$ cat config.mk
export PLATFORM = sky130hd
export DESIGN_NAME = statusUnit
export DESIGN_NICKNAME = d
export VERILOG_FILES = /design/src/common/psrPkg.sv /design/src/common/wbRegPkg.sv /design/src/statusRegisters/statusRegisters.sv /design/src/source/exceptionSequencer.sv /design/src/source/tickTimer.sv /design/src/source/wbRegisterPort.sv /design/src/source/statusUnit.sv
export SDC_FILE = /design/constraint.sdc
export NUM_CORES = 1
export LEC_CHECK = 0
export ABC_AREA = 1
export BUFFER_PORTS_ARGS = -buffer_cell sky130_fd_sc_hd__buf_2
export CORE_AREA = 3 3 224 270
export DETAILED_ROUTE_END_ITERATION = 10
export DIE_AREA = 0 0 227 273
export PLACE_DENSITY = 0.47
export SLEW_MARGIN = 10
export SYNTH_ARGS = -nofsm -noshare
export SYNTH_HDL_FRONTEND = slang
export SYNTH_HIERARCHICAL = 1
export SYNTH_SLANG_ARGS = --single-unit
$ cat constraint.sdc
create_clock -name clk -period 6.7 [get_ports clk]
set_input_delay 0.67 -clock clk [delete_from_list [all_inputs] [get_ports clk]]
set_output_delay 0.67 -clock clk [all_outputs]
set_load 0.01 [all_outputs]
$ cat src/common/psrPkg.sv
package psrPkg;

  // Register and field sizes
  localparam int psrWidth      = 32;
  localparam int modeWidth     = 5;
  localparam int fieldCount    = 4;   // MSR byte lanes c, x, s, f
  localparam int flagsWidth    = 4;
  localparam int excCount      = 6;
  localparam int excIndexWidth = 3;
  localparam int bankCount     = 5;
  localparam int bankWidth     = 3;

  // Processor modes
  localparam logic [modeWidth-1:0] modeUser       = 5'b10000;
  localparam logic [modeWidth-1:0] modeFiq        = 5'b10001;
  localparam logic [modeWidth-1:0] modeIrq        = 5'b10010;
  localparam logic [modeWidth-1:0] modeSupervisor = 5'b10011;
  localparam logic [modeWidth-1:0] modeAbort      = 5'b10111;
  localparam logic [modeWidth-1:0] modeUndefined  = 5'b11011;
  localparam logic [modeWidth-1:0] modeSystem     = 5'b11111;

  // PSR bit positions
  localparam int flagsMsb      = 31;  // N
  localparam int flagsLsb      = 28;  // V
  localparam int endianBit     = 9;
  localparam int irqDisableBit = 7;
  localparam int fiqDisableBit = 6;

  // Supervisor with I, F and E set, i.e. 0x000002D3
  localparam logic [psrWidth-1:0] psrResetValue =
    (psrWidth'(1) << endianBit) | (psrWidth'(1) << irqDisableBit) |
    (psrWidth'(1) << fiqDisableBit) | psrWidth'(modeSupervisor);

  // Bit positions in the request vector
  localparam logic [excIndexWidth-1:0] excFiq           = 3'd0;
  localparam logic [excIndexWidth-1:0] excIrq           = 3'd1;
  localparam logic [excIndexWidth-1:0] excDataAbort     = 3'd2;
  localparam logic [excIndexWidth-1:0] excPrefetchAbort = 3'd3;
  localparam logic [excIndexWidth-1:0] excSoftware      = 3'd4;
  localparam logic [excIndexWidth-1:0] excUndefined     = 3'd5;

  // Exception vectors
  localparam logic [psrWidth-1:0] vectorUndefined     = 32'h0000_0004;
  localparam logic [psrWidth-1:0] vectorSoftware      = 32'h0000_0008;
  localparam logic [psrWidth-1:0] vectorPrefetchAbort = 32'h0000_000C;
  localparam logic [psrWidth-1:0] vectorDataAbort     = 32'h0000_0010;
  localparam logic [psrWidth-1:0] vectorIrq           = 32'h0000_0018;
  localparam logic [psrWidth-1:0] vectorFiq           = 32'h0000_001C;

  // SPSR banks
  localparam logic [bankWidth-1:0] bankSupervisor = 3'd0;
  localparam logic [bankWidth-1:0] bankAbort      = 3'd1;
  localparam logic [bankWidth-1:0] bankUndefined  = 3'd2;
  localparam logic [bankWidth-1:0] bankIrq        = 3'd3;
  localparam logic [bankWidth-1:0] bankFiq        = 3'd4;

endpackage

$ cat src/common/wbRegPkg.sv
package wbRegPkg;

  // Wishbone port sizes
  localparam int wbDataWidth = 32;
  localparam int wbAddrWidth = 5;
  localparam int wbSelWidth  = wbDataWidth / 8;

  // Timer reload register
  localparam int timerWidth = 16;

  // Byte addresses of the register map
  localparam logic [wbAddrWidth-1:0] regCpsr       = 5'h00;  // MSR to CPSR, read CPSR
  localparam logic [wbAddrWidth-1:0] regSpsr       = 5'h04;  // MSR to SPSR, read SPSR
  localparam logic [wbAddrWidth-1:0] regExcRequest = 5'h08;  // Raise requests, read pending
  localparam logic [wbAddrWidth-1:0] regRestore    = 5'h0C;  // Any write returns from exception
  localparam logic [wbAddrWidth-1:0] regTimerLoad  = 5'h10;
  localparam logic [wbAddrWidth-1:0] regTimerCtrl  = 5'h14;  // Bit 0 enables
  localparam logic [wbAddrWidth-1:0] regVector     = 5'h18;  // Read only
  localparam logic [wbAddrWidth-1:0] regFlags      = 5'h1C;  // NZCV in bits 31:28

endpackage

$ cat src/statusRegisters/statusRegisters.sv
`timescale 1ns/1ps

module statusRegisters (
  input  logic                               clk,
  input  logic                               reset,
  input  logic                               msrWrite,
  input  logic                               msrSpsr,        // R bit
  input  logic [psrPkg::fieldCount-1:0]      msrMask,        // One bit per byte lane
  input  logic [psrPkg::psrWidth-1:0]        msrData,
  input  logic                               flagsWrite,
  input  logic [psrPkg::flagsWidth-1:0]      flagsData,
  input  logic                               restore,
  input  logic                               enterException,
  input  logic [psrPkg::excIndexWidth-1:0]   enterIndex,
  output logic [psrPkg::psrWidth-1:0]        cpsr,
  output logic [psrPkg::psrWidth-1:0]        spsr
);
  import psrPkg::*;

  logic [psrWidth-1:0]  spsrBank [bankCount];
  logic [modeWidth-1:0] currentMode;
  logic [bankWidth-1:0] currentBank;
  logic                 hasSpsr;       // False in user and system
  logic                 privileged;
  logic                 legalMode;
  logic [psrWidth-1:0]  msrBase;
  logic [psrWidth-1:0]  msrResult;
  logic [modeWidth-1:0] entryMode;
  logic [bankWidth-1:0] entryBank;
  logic                 entryFiq;

  assign currentMode = cpsr[modeWidth-1:0];
  assign privileged  = currentMode != modeUser;

  // Bank of the current mode
  always_comb begin
    hasSpsr     = 1'b1;
    currentBank = bankSupervisor;
    case (currentMode)
      modeFiq:        currentBank = bankFiq;
      modeIrq:        currentBank = bankIrq;
      modeSupervisor: currentBank = bankSupervisor;
      modeAbort:      currentBank = bankAbort;
      modeUndefined:  currentBank = bankUndefined;
      default:        hasSpsr     = 1'b0;  // User, system or junk
    endcase
  end

  assign spsr = hasSpsr ? spsrBank[currentBank] : cpsr;  // No SPSR so mirror CPSR

  // Only the seven architected modes may be written
  always_comb begin
    case (msrData[modeWidth-1:0])
      modeUser, modeFiq, modeIrq, modeSupervisor,
      modeAbort, modeUndefined, modeSystem: legalMode = 1'b1;
      default:                              legalMode = 1'b0;
    endcase
  end

  // MSR field merge onto the selected PSR
  assign msrBase = msrSpsr ? spsr : cpsr;

  always_comb begin
    msrResult = msrBase;
    for (int lane = 0; lane < fieldCount; lane++) begin
      // User mode reaches the flags byte only
      if (msrMask[lane] && (privileged || lane == fieldCount - 1))
        msrResult[lane*8 +: 8] = msrData[lane*8 +: 8];
    end
    if (!legalMode)
      msrResult[modeWidth-1:0] = msrBase[modeWidth-1:0];  // Keep old mode
  end

  // Target mode and bank of an entry
  always_comb begin
    entryMode = modeSupervisor;
    entryBank = bankSupervisor;
    case (enterIndex)
      excFiq: begin
        entryMode = modeFiq;
        entryBank = bankFiq;
      end
      excIrq: begin
        entryMode = modeIrq;
        entryBank = bankIrq;
      end
      excDataAbort, excPrefetchAbort: begin
        entryMode = modeAbort;  // Both aborts share a bank
        entryBank = bankAbort;
      end
      excUndefined: begin
        entryMode = modeUndefined;
        entryBank = bankUndefined;
      end
      default: begin
        entryMode = modeSupervisor;  // Software interrupt
        entryBank = bankSupervisor;
      end
    endcase
  end

  assign entryFiq = enterIndex == excFiq;

  always_ff @(posedge clk) begin
    if (reset) begin
      cpsr <= psrResetValue;
      for (int bank = 0; bank < bankCount; bank++)
        spsrBank[bank] <= '0;
    end else if (enterException) begin
      // Already in that mode means nothing to bank
      if (currentMode != entryMode) begin
        spsrBank[entryBank]      <= cpsr;
        cpsr[modeWidth-1:0]      <= entryMode;
        cpsr[irqDisableBit]      <= 1'b1;
        if (entryFiq)
          cpsr[fiqDisableBit]    <= 1'b1;
      end
    end else if (msrWrite) begin
      if (!msrSpsr)
        cpsr <= msrResult;
      else if (hasSpsr)
        spsrBank[currentBank] <= msrResult;  // Dropped in user and system
    end else if (restore) begin
      cpsr <= spsr;  // Exception return
    end else if (flagsWrite) begin
      cpsr[flagsMsb:flagsLsb] <= flagsData;  // NZCV only
    end
  end

endmodule

$ cat src/source/exceptionSequencer.sv
`timescale 1ns/1ps

module exceptionSequencer (
  input  logic                               clk,
  input  logic                               reset,
  input  logic                               excRequestWrite,
  input  logic [psrPkg::excCount-1:0]        excRequestBits,
  input  logic                               tick,
  input  logic [psrPkg::psrWidth-1:0]        cpsr,
  output logic                               enterException,
  output logic [psrPkg::excIndexWidth-1:0]   enterIndex,
  output logic                               exceptionTaken,
  output logic [psrPkg::psrWidth-1:0]        vectorAddress,
  output logic [psrPkg::excCount-1:0]        pendingBits
);
  import psrPkg::*;

  typedef enum logic [1:0] {IDLE, ENTER, VECTOR} seqState;

  seqState                  state;
  logic [excCount-1:0]      pending;
  logic [excCount-1:0]      setBits;
  logic [excCount-1:0]      clearBits;
  logic [excCount-1:0]      unmasked;
  logic [excIndexWidth-1:0] pickIndex;
  logic                     pickValid;
  logic [excIndexWidth-1:0] chosenIndex;
  logic [psrWidth-1:0]      vectorNext;

  // New requests from the host and the timer
  always_comb begin
    setBits = '0;
    if (excRequestWrite)
      setBits = excRequestBits;
    if (tick)
      setBits[excIrq] = 1'b1;
  end

  always_comb begin
    clearBits = '0;
    if (state == ENTER)
      clearBits[chosenIndex] = 1'b1;  // Served bit drops as entry fires
  end

  // I and F gate their own lines, the rest always go
  always_comb begin
    unmasked         = pending;
    unmasked[excIrq] = pending[excIrq] & ~cpsr[irqDisableBit];
    unmasked[excFiq] = pending[excFiq] & ~cpsr[fiqDisableBit];
  end

  // Fixed priority pick
  always_comb begin
    pickValid = 1'b1;
    if (unmasked[excDataAbort])          pickIndex = excDataAbort;
    else if (unmasked[excFiq])           pickIndex = excFiq;
    else if (unmasked[excIrq])           pickIndex = excIrq;
    else if (unmasked[excPrefetchAbort]) pickIndex = excPrefetchAbort;
    else if (unmasked[excUndefined])     pickIndex = excUndefined;
    else if (unmasked[excSoftware])      pickIndex = excSoftware;
    else begin
      pickValid = 1'b0;
      pickIndex = excFiq;
    end
  end

  always_comb begin
    case (chosenIndex)
      excFiq:           vectorNext = vectorFiq;
      excIrq:           vectorNext = vectorIrq;
      excDataAbort:     vectorNext = vectorDataAbort;
      excPrefetchAbort: vectorNext = vectorPrefetchAbort;
      excUndefined:     vectorNext = vectorUndefined;
      default:          vectorNext = vectorSoftware;
    endcase
  end

  always_ff @(posedge clk) begin
    if (reset) begin
      state         <= IDLE;
      pending       <= '0;
      vectorAddress <= '0;
    end else begin
      pending <= (pending & ~clearBits) | setBits;  // Set wins over clear
      case (state)
        IDLE: if (pickValid) begin
          chosenIndex <= pickIndex;
          state       <= ENTER;
        end
        ENTER: begin
          vectorAddress <= vectorNext;  // Valid while exceptionTaken
          state         <= VECTOR;
        end
        default: state <= IDLE;
      endcase
    end
  end

  assign enterException = state == ENTER;
  assign enterIndex     = chosenIndex;
  assign exceptionTaken = state == VECTOR;
  assign pendingBits    = pending;

endmodule

$ cat src/source/tickTimer.sv
`timescale 1ns/1ps

module tickTimer (
  input  logic                             clk,
  input  logic                             reset,
  input  logic                             loadWrite,
  input  logic [wbRegPkg::timerWidth-1:0]  loadValue,
  input  logic                             timerEnable,
  output logic                             tick
);
  import wbRegPkg::*;

  logic [timerWidth-1:0] loadReg;  // Reload value
  logic [timerWidth-1:0] count;

  // One tick every load+1 cycles while enabled
  always_ff @(posedge clk) begin
    if (reset) begin
      loadReg <= '0;
      count   <= '0;
      tick    <= 1'b0;
    end else if (loadWrite) begin
      loadReg <= loadValue;
      count   <= loadValue;  // Restart the period
      tick    <= 1'b0;
    end else if (timerEnable) begin
      if (count == '0) begin
        count <= loadReg;
        tick  <= 1'b1;
      end else begin
        count <= count - 1'b1;
        tick  <= 1'b0;
      end
    end else begin
      tick <= 1'b0;  // Paused, count holds
    end
  end

endmodule

$ cat src/source/wbRegisterPort.sv
`timescale 1ns/1ps

module wbRegisterPort (
  input  logic                              clk,
  input  logic                              reset,
  input  logic                              cyc,
  input  logic                              stb,
  input  logic                              we,
  input  logic [wbRegPkg::wbAddrWidth-1:0]  adr,
  input  logic [wbRegPkg::wbSelWidth-1:0]   sel,
  input  logic [wbRegPkg::wbDataWidth-1:0]  datIn,
  input  logic [psrPkg::psrWidth-1:0]       cpsr,
  input  logic [psrPkg::psrWidth-1:0]       spsr,
  input  logic [psrPkg::excCount-1:0]       pendingBits,
  input  logic [psrPkg::psrWidth-1:0]       vectorAddress,
  output logic [wbRegPkg::wbDataWidth-1:0]  datOut,
  output logic                              ack,
  output logic                              msrWrite,
  output logic                              msrSpsr,
  output logic [psrPkg::fieldCount-1:0]     msrMask,
  output logic [psrPkg::psrWidth-1:0]       msrData,
  output logic                              flagsWrite,
  output logic [psrPkg::flagsWidth-1:0]     flagsData,
  output logic                              restore,
  output logic                              excRequestWrite,
  output logic [psrPkg::excCount-1:0]       excRequestBits,
  output logic                              loadWrite,
  output logic [wbRegPkg::timerWidth-1:0]   loadValue,
  output logic                              timerEnable
);
  import psrPkg::*;
  import wbRegPkg::*;

  logic                   access;       // First cycle of a strobe
  logic                   writeAccess;
  logic [wbDataWidth-1:0] readMux;

  assign access      = cyc & stb & ~ack;  // Blocks a back-to-back ack
  assign writeAccess = access & we;

  // Command pulses land on the edge that raises ack
  assign msrWrite        = writeAccess & (adr == regCpsr || adr == regSpsr);
  assign msrSpsr         = adr == regSpsr;
  assign msrMask         = sel;  // Byte selects are the field mask
  assign msrData         = datIn;
  assign flagsWrite      = writeAccess & (adr == regFlags);
  assign flagsData       = datIn[flagsMsb:flagsLsb];
  assign restore         = writeAccess & (adr == regRestore);
  assign excRequestWrite = writeAccess & (adr == regExcRequest);
  assign excRequestBits  = datIn[excCount-1:0];
  assign loadWrite       = writeAccess & (adr == regTimerLoad);
  assign loadValue       = datIn[timerWidth-1:0];

  // Readback
  always_comb begin
    readMux = '0;
    case (adr)
      regCpsr:       readMux = cpsr;
      regSpsr:       readMux = spsr;
      regExcRequest: readMux = wbDataWidth'(pendingBits);
      regTimerCtrl:  readMux = wbDataWidth'(timerEnable);
      regVector:     readMux = vectorAddress;
      regFlags:      readMux[flagsMsb:flagsLsb] = cpsr[flagsMsb:flagsLsb];
      default:       readMux = '0;  // Restore and timer load are write only
    endcase
  end

  always_ff @(posedge clk) begin
    if (reset) begin
      ack         <= 1'b0;
      timerEnable <= 1'b0;
    end else begin
      ack <= access;
      if (writeAccess && adr == regTimerCtrl)
        timerEnable <= datIn[0];
    end
  end

  always_ff @(posedge clk) begin
    if (access && !we)
      datOut <= readMux;  // Held through the ack cycle
  end

endmodule

$ cat src/source/statusUnit.sv
`timescale 1ns/1ps

module statusUnit (
  input  logic                              clk,
  input  logic                              reset,
  input  logic                              cyc,
  input  logic                              stb,
  input  logic                              we,
  input  logic [wbRegPkg::wbAddrWidth-1:0]  adr,
  input  logic [wbRegPkg::wbSelWidth-1:0]   sel,
  input  logic [wbRegPkg::wbDataWidth-1:0]  datIn,
  output logic [wbRegPkg::wbDataWidth-1:0]  datOut,
  output logic                              ack,
  output logic                              exceptionTaken
);
  import psrPkg::*;
  import wbRegPkg::*;

  // Host commands
  logic                    msrWrite;
  logic                    msrSpsr;
  logic [fieldCount-1:0]   msrMask;
  logic [psrWidth-1:0]     msrData;
  logic                    flagsWrite;
  logic [flagsWidth-1:0]   flagsData;
  logic                    restore;
  logic                    excRequestWrite;
  logic [excCount-1:0]     excRequestBits;
  logic                    loadWrite;
  logic [timerWidth-1:0]   loadValue;
  logic                    timerEnable;

  // Status and entry
  logic [psrWidth-1:0]      cpsr;
  logic [psrWidth-1:0]      spsr;
  logic [excCount-1:0]      pendingBits;
  logic [psrWidth-1:0]      vectorAddress;
  logic                     enterException;
  logic [excIndexWidth-1:0] enterIndex;
  logic                     tick;

  wbRegisterPort u_port (
    .clk, .reset, .cyc, .stb, .we, .adr, .sel, .datIn,
    .cpsr, .spsr, .pendingBits, .vectorAddress,
    .datOut, .ack,
    .msrWrite, .msrSpsr, .msrMask, .msrData,
    .flagsWrite, .flagsData, .restore,
    .excRequestWrite, .excRequestBits,
    .loadWrite, .loadValue, .timerEnable
  );

  statusRegisters u_psr (
    .clk, .reset,
    .msrWrite, .msrSpsr, .msrMask, .msrData,
    .flagsWrite, .flagsData, .restore,
    .enterException, .enterIndex,
    .cpsr, .spsr
  );

  exceptionSequencer u_seq (
    .clk, .reset,
    .excRequestWrite, .excRequestBits, .tick, .cpsr,
    .enterException, .enterIndex, .exceptionTaken,
    .vectorAddress, .pendingBits
  );

  tickTimer u_timer (
    .clk, .reset, .loadWrite, .loadValue, .timerEnable,
    .tick  // Feeds the IRQ latch
  );

endmodule

## Yosys cells after proc, flatten, opt, wreduce, memory -nomap -nowiden

Memory sizes are Yosys's and may differ from the RTL's.
Index checks and enable logic that the tools add are counted.

| cells by class | value |
|---|---|
| multiplexer cells | 65 |
| $lt $le $gt $ge | 2 |
| add/subtract/negate cells | 1 |
| eq/ne operators | 32 |
| reductions and logical operators | 30 |
| bitwise logic cells | 19 |

Operators with widths:

| kind | count |
|---|---|
| $mux 32 | 6 |
| $pmux 28 s5 | 1 |
| $eq 5x5->1 const B | 16 |
| $reduce_or 32->1 | 2 |
| $mux 16 | 3 |
| $mux 8 | 4 |
| $mux 28 | 1 |
| $mux 1 | 26 |
| $pmux 5 s5 | 1 |
| $pmux 3 s4 | 2 |
| $logic_not 16->1 | 1 |
| $pmux 4 s4 | 1 |
| $sub 16x1->16 const B | 1 |
| $mux 5 | 3 |
| $mux 2 | 6 |
| $mux 3 | 4 |
| $mux 6 | 2 |
| $pmux 4 s3 | 1 |
| $reduce_and 3->1 | 4 |
| $and 1x1->1 | 10 |
| $eq 5x4->1 const B | 2 |
| $mux 4 | 2 |
| $reduce_or 7->1 | 1 |
| $and 6x6->6 | 1 |
| 31 further kinds | 48 |

| word-level totals | value |
|---|---|
| memories kept | 1 |
| word-level logic and storage cells | 166 |
| flip-flop bits (word level) | 142 |
| bits of input ports | 46 |
| RAM bits | 160 |
| output and inout port bits | 34 |

Memory list:

| name | words | width | rd ports | clocked after memory_dff | wr ports | RTL line | text |
|---|---|---|---|---|---|---|---|
| u_psr.spsrBank | 5 | 32 | 1 | 0 | 5 | statusRegisters.sv:20 | `logic [psrWidth-1:0] spsrBank [bankCount];` |

## Longest topological paths before layout

| depth | value |
|---|---|
| depth after elaboration | 11 |
| depth in mapped cells | 21 |
| gate-level depth less buffers | 18 |

## By module

The synthesis kept the hierarchy.

By module, submodules not included:

| module | area each (sq um) | instances | sequential area each (sq um) | cells an instance |
|---|---|---|---|---|
| statusRegisters | 12166.7 | 1 | 6406.1 | 1547 |
| wbRegisterPort | 2416.1 | 1 | 1001.0 | 278 |
| tickTimer | 1948.1 | 1 | 660.6 | 294 |
| exceptionSequencer | 845.8 | 1 | 310.3 | 114 |

## Least setup slack after synthesis

OpenSTA, ideal clock, no wires.

| path | value |
|---|---|
| path kind | input -> register |
| start | input adr[1] (netlist name) |
| end | memory u_psr.spsrBank[4][0] (enable) |
| arrival | 3.241 ns |
| library setup time | 0.389 ns |
| buffers on the path | 4 |
| setup slack | 3.070 ns |
| data required time | 6.311 ns |
| stages | 13 |
| cells stage by stage | nor2_2 buf_2 buf_2 nand3_1 nor2_1 nand2_1 inv_1 nand4_4 buf_2 o21ai_4 nand2_1 buf_2 nand2_1 |

RTL lines:

| element | RTL line | text |
|---|---|---|
| start, declared | statusUnit.sv:9 | `input logic [wbRegPkg::wbAddrWidth-1:0] adr,` |
| end, declared | statusRegisters.sv:20 |  |

==> flow_summary.toml <==
[status]
status = "finished clean"

[cts]
root_buffer = "clkbuf_16"
tritoncts = "done"
insertion_delay_ns = 0.53
cts.clk_slew.worst_paths_ns = 0.06
cts_resized = 0
clock_sinks = 305
post-cts-setup-buffer-count = 0
ctsHoldBuffers = 0
h-tree-depth = 2
cts_buffer_depth = 3
numCtsBuffers = 35

[worst_setup_path]
cp_cell_sequence = "nor2_4, nand4_2, buf_4, nand2_1, nor2_4, inv_4, nand4_4, o21ai_1, inv_2, nand3_2, nand2_1, buf_4"
crit_buf_inv = 4
r2r-start = "u_psr/cpsr[2]"
r2r_setup_slack_ns = 2.17
crit_path_start_kind = "flip-flop"
path_class = "reg2reg"
crit_arrival_ns = 4.73
cpMaxStageDelayCell = "nand2_1"
cp_num_cells = 12
timing.rr.end = "u_psr/spsrBank[2][3]"
required_ns = 6.90
end_kind = "flip-flop"
reg2reg_depth = 12
startpoint = "u_psr/cpsr[2]"
cp-endpoint = "u_psr/spsrBank[2][3]"
cp_top_family = "simple AND/OR/NAND/NOR gates"
slowest_delay_ns = 0.90
crit_fanout = 37

[global_routing]
grt_pass1_wl_mm = 81.5
grtUsageTotal_pct = 16.9
grt_pass1_vias = 13900
top_usage_layer = "met2"
use_met2_pct = 29.9
antenna_found_initial = 0
grt.overflow.total = 0
grt_util_met1_pct = 21.6
grtUsageMet3_pct = 1.71
grt_max_degree = 84

[detailed_routing]
first_iter_violations = 933
wirelength_mm = 52.9
route.detailed.drc = 0
first_pass_iters = 7
drt-wirelength-per-cell_um = 17.6
vias = 14500
drtAntennaViolNets = 0
viasPerCell = 4.83

[layout]
fillerInstances = 6103
final_nets = 2282
diodes = 0
drive_gt1_share_pct = 11.0
area_growth_pct = 9.71

[logic_synthesis]
synthFlopType = "edfxtp_1"
async_flop_share_pct = 0
synth_most_common_cell = "nand2_1"
synthCells = 2233
yosys_warnings = 6
avgSynthCellArea_um2 = 7.78
synth_seq_area_share_pct = 48.2
synth_seq_cells = 305
synth_area_um2 = 17400
yosysTopAreaCell = "edfxtp_1"
synth_top_area_share_pct = 39.2
synth_area_leaders = "edfxtp_1 39%, nand2_1 13%, dfxtp_1 9.0%, nand3_1 6.0%, nor2_1 5.6%"
ys_top_cells_by_count = "602 x nand2_1, 260 x nor2_1, 227 x edfxtp_1, 224 x inv_1, 210 x nand3_1"
synth_cell_types = 47
synth_edf_count = 227

[sta]
period_minus_slack_ns = 4.53
maxSlewHeadroom_pct = 27.5
min_period_over_period_pct = 67.6
setup_violations = 0
tightest_slew_ns = 1.09
drv_slew = 0
setup_slack_ns = 2.17
skew_ns = 0.0183
hold_viol = 0
grt_setup_unrepaired = "false"
fmax_ghz = 0.221
setup_tns_ns = 0

[floorplan]
io_pins = 80
initial_core_util_pct = 29.9
rows = 97
die_area_um2 = 62000
die_w_um = 227
core_um2 = 58100
die_height_um = 273

[power]
vdd_ir_drop_max_mv = 0.247
power_density_nw_per_um2 = 225
leakage_nw = 8.13

[place]
place_congestion = 0.860
hpwl_mm = 34.0
io_buffers = 79
place_ws_ns = 1.54

[run]
maxCapViolCount = 0

[min_path]
min_path_type = "in2reg"
## power by group
group          leakage [nW]  switching, mW  total, mW  internal (mW)
registers              2.91         0.0151       2.08           2.07
clock network         0.551          0.800       1.94           1.14
logic                  4.67          0.206      0.277         0.0710
total                  8.13           1.02       4.30           3.28
## flip-flops by register name, summed over array words and instances, names as in the netlist
name                 flops
u_seq/pendingBits        6
u_port/datOut           32
u_timer/loadReg         16
u_psr/cpsr              32
u_seq/state              2
u_port/ack               1
u_port/timerEnable       1
u_psr/spsrBank         192
u_seq/enterIndex         3
u_timer/tick             1
u_seq/vectorAddress      3
u_timer/count           16
## routing by layer
metal / part of all wire, % / vias up
li1: - / 7159
met1: 43 / 6938
met2: 50 / 337
met3: 4.0 / 75
met4: 2.9 / 0
met5: 0 / -
## cells in the final DEF, fill, tap and decap left out, drive strengths merged, types with 4 or more instances in the layout
master  count
conb       61
inv       236
clkbuf     42
nand3     228
dfxtp      78
nor3        7
nand2     619
a21boi      8
a21oi     153
nor2      280
clkinv     13
buf       105
o211ai     30
nand4      25
edfxtp    227
bufinv      4
o21ai     121
## through the flow
step                instances  hold slack, ns  utilization [%]  area, um2  power, mW
floorplan                2292           0.436                -      17600       2.33
global placement         2939           0.450             30.9      17900       2.40
detailed placement       2939           0.453             30.9      17900       2.40
CTS                      3001           0.418             32.8      19100       4.36
global route             3001           0.453             32.8      19100       4.46
finish                   3001           0.447             32.8      19100       4.30
## cell families (layout without fill, tap and decap cells)
logic type      count (synthesis)  in the layout  synth area share (%)
compound gates                321            321                  10.3
xor+xnor                        2              2                 0.101
fa+ha+maj                       2              2                 0.144
buf+inv                       436            403                  12.1
flops                         305            305                  48.2
other cells                     2             61                0.0432
simple gates                 1165           1165                  29.1
## worst min-delay path by stage
stage | endpoint | cells past startpoint | from | slack [ns]
global route | u_seq/pendingBits[5] | 3 | datIn[5] | 0.45
global placement | u_timer/loadReg[8] | 2 | u_timer/loadReg[8] | 0.45
detailed placement | u_timer/loadReg[9] | 2 | u_timer/loadReg[9] | 0.45
finish | u_seq/pendingBits[5] | 3 | datIn[5] | 0.45
floorplan | u_timer/loadReg[5] | 2 | u_timer/loadReg[5] | 0.44
CTS | u_seq/pendingBits[5] | 3 | datIn[5] | 0.42
## cell type report
type / instances / area [um2] / area share, %
flip-flops and latches: 305 / 8380 / 43.9
multi-input cells: 1551 / 7150 / 37.5
well taps: 742 / 928 / 4.87
clock buffers: 42 / 922 / 4.84
inverters: 236 / 888 / 4.66
repair buffers: 105 / 591 / 3.10
clock inverters: 20 / 206 / 1.08
## worst reg2reg max path, stage by stage (launching register included)
cell and delay, ns:
dfxtp_1 0.64, nor2_4 0.11, nand4_2 0.09, buf_4 0.45
nand2_1 0.21, nor2_4 0.18, inv_4 0.08, nand4_4 0.21
o21ai_1 0.20, inv_2 0.14, nand3_2 0.61, nand2_1 0.90
buf_4 0.41
No activity file was read; power rests on OpenSTA's default activity.
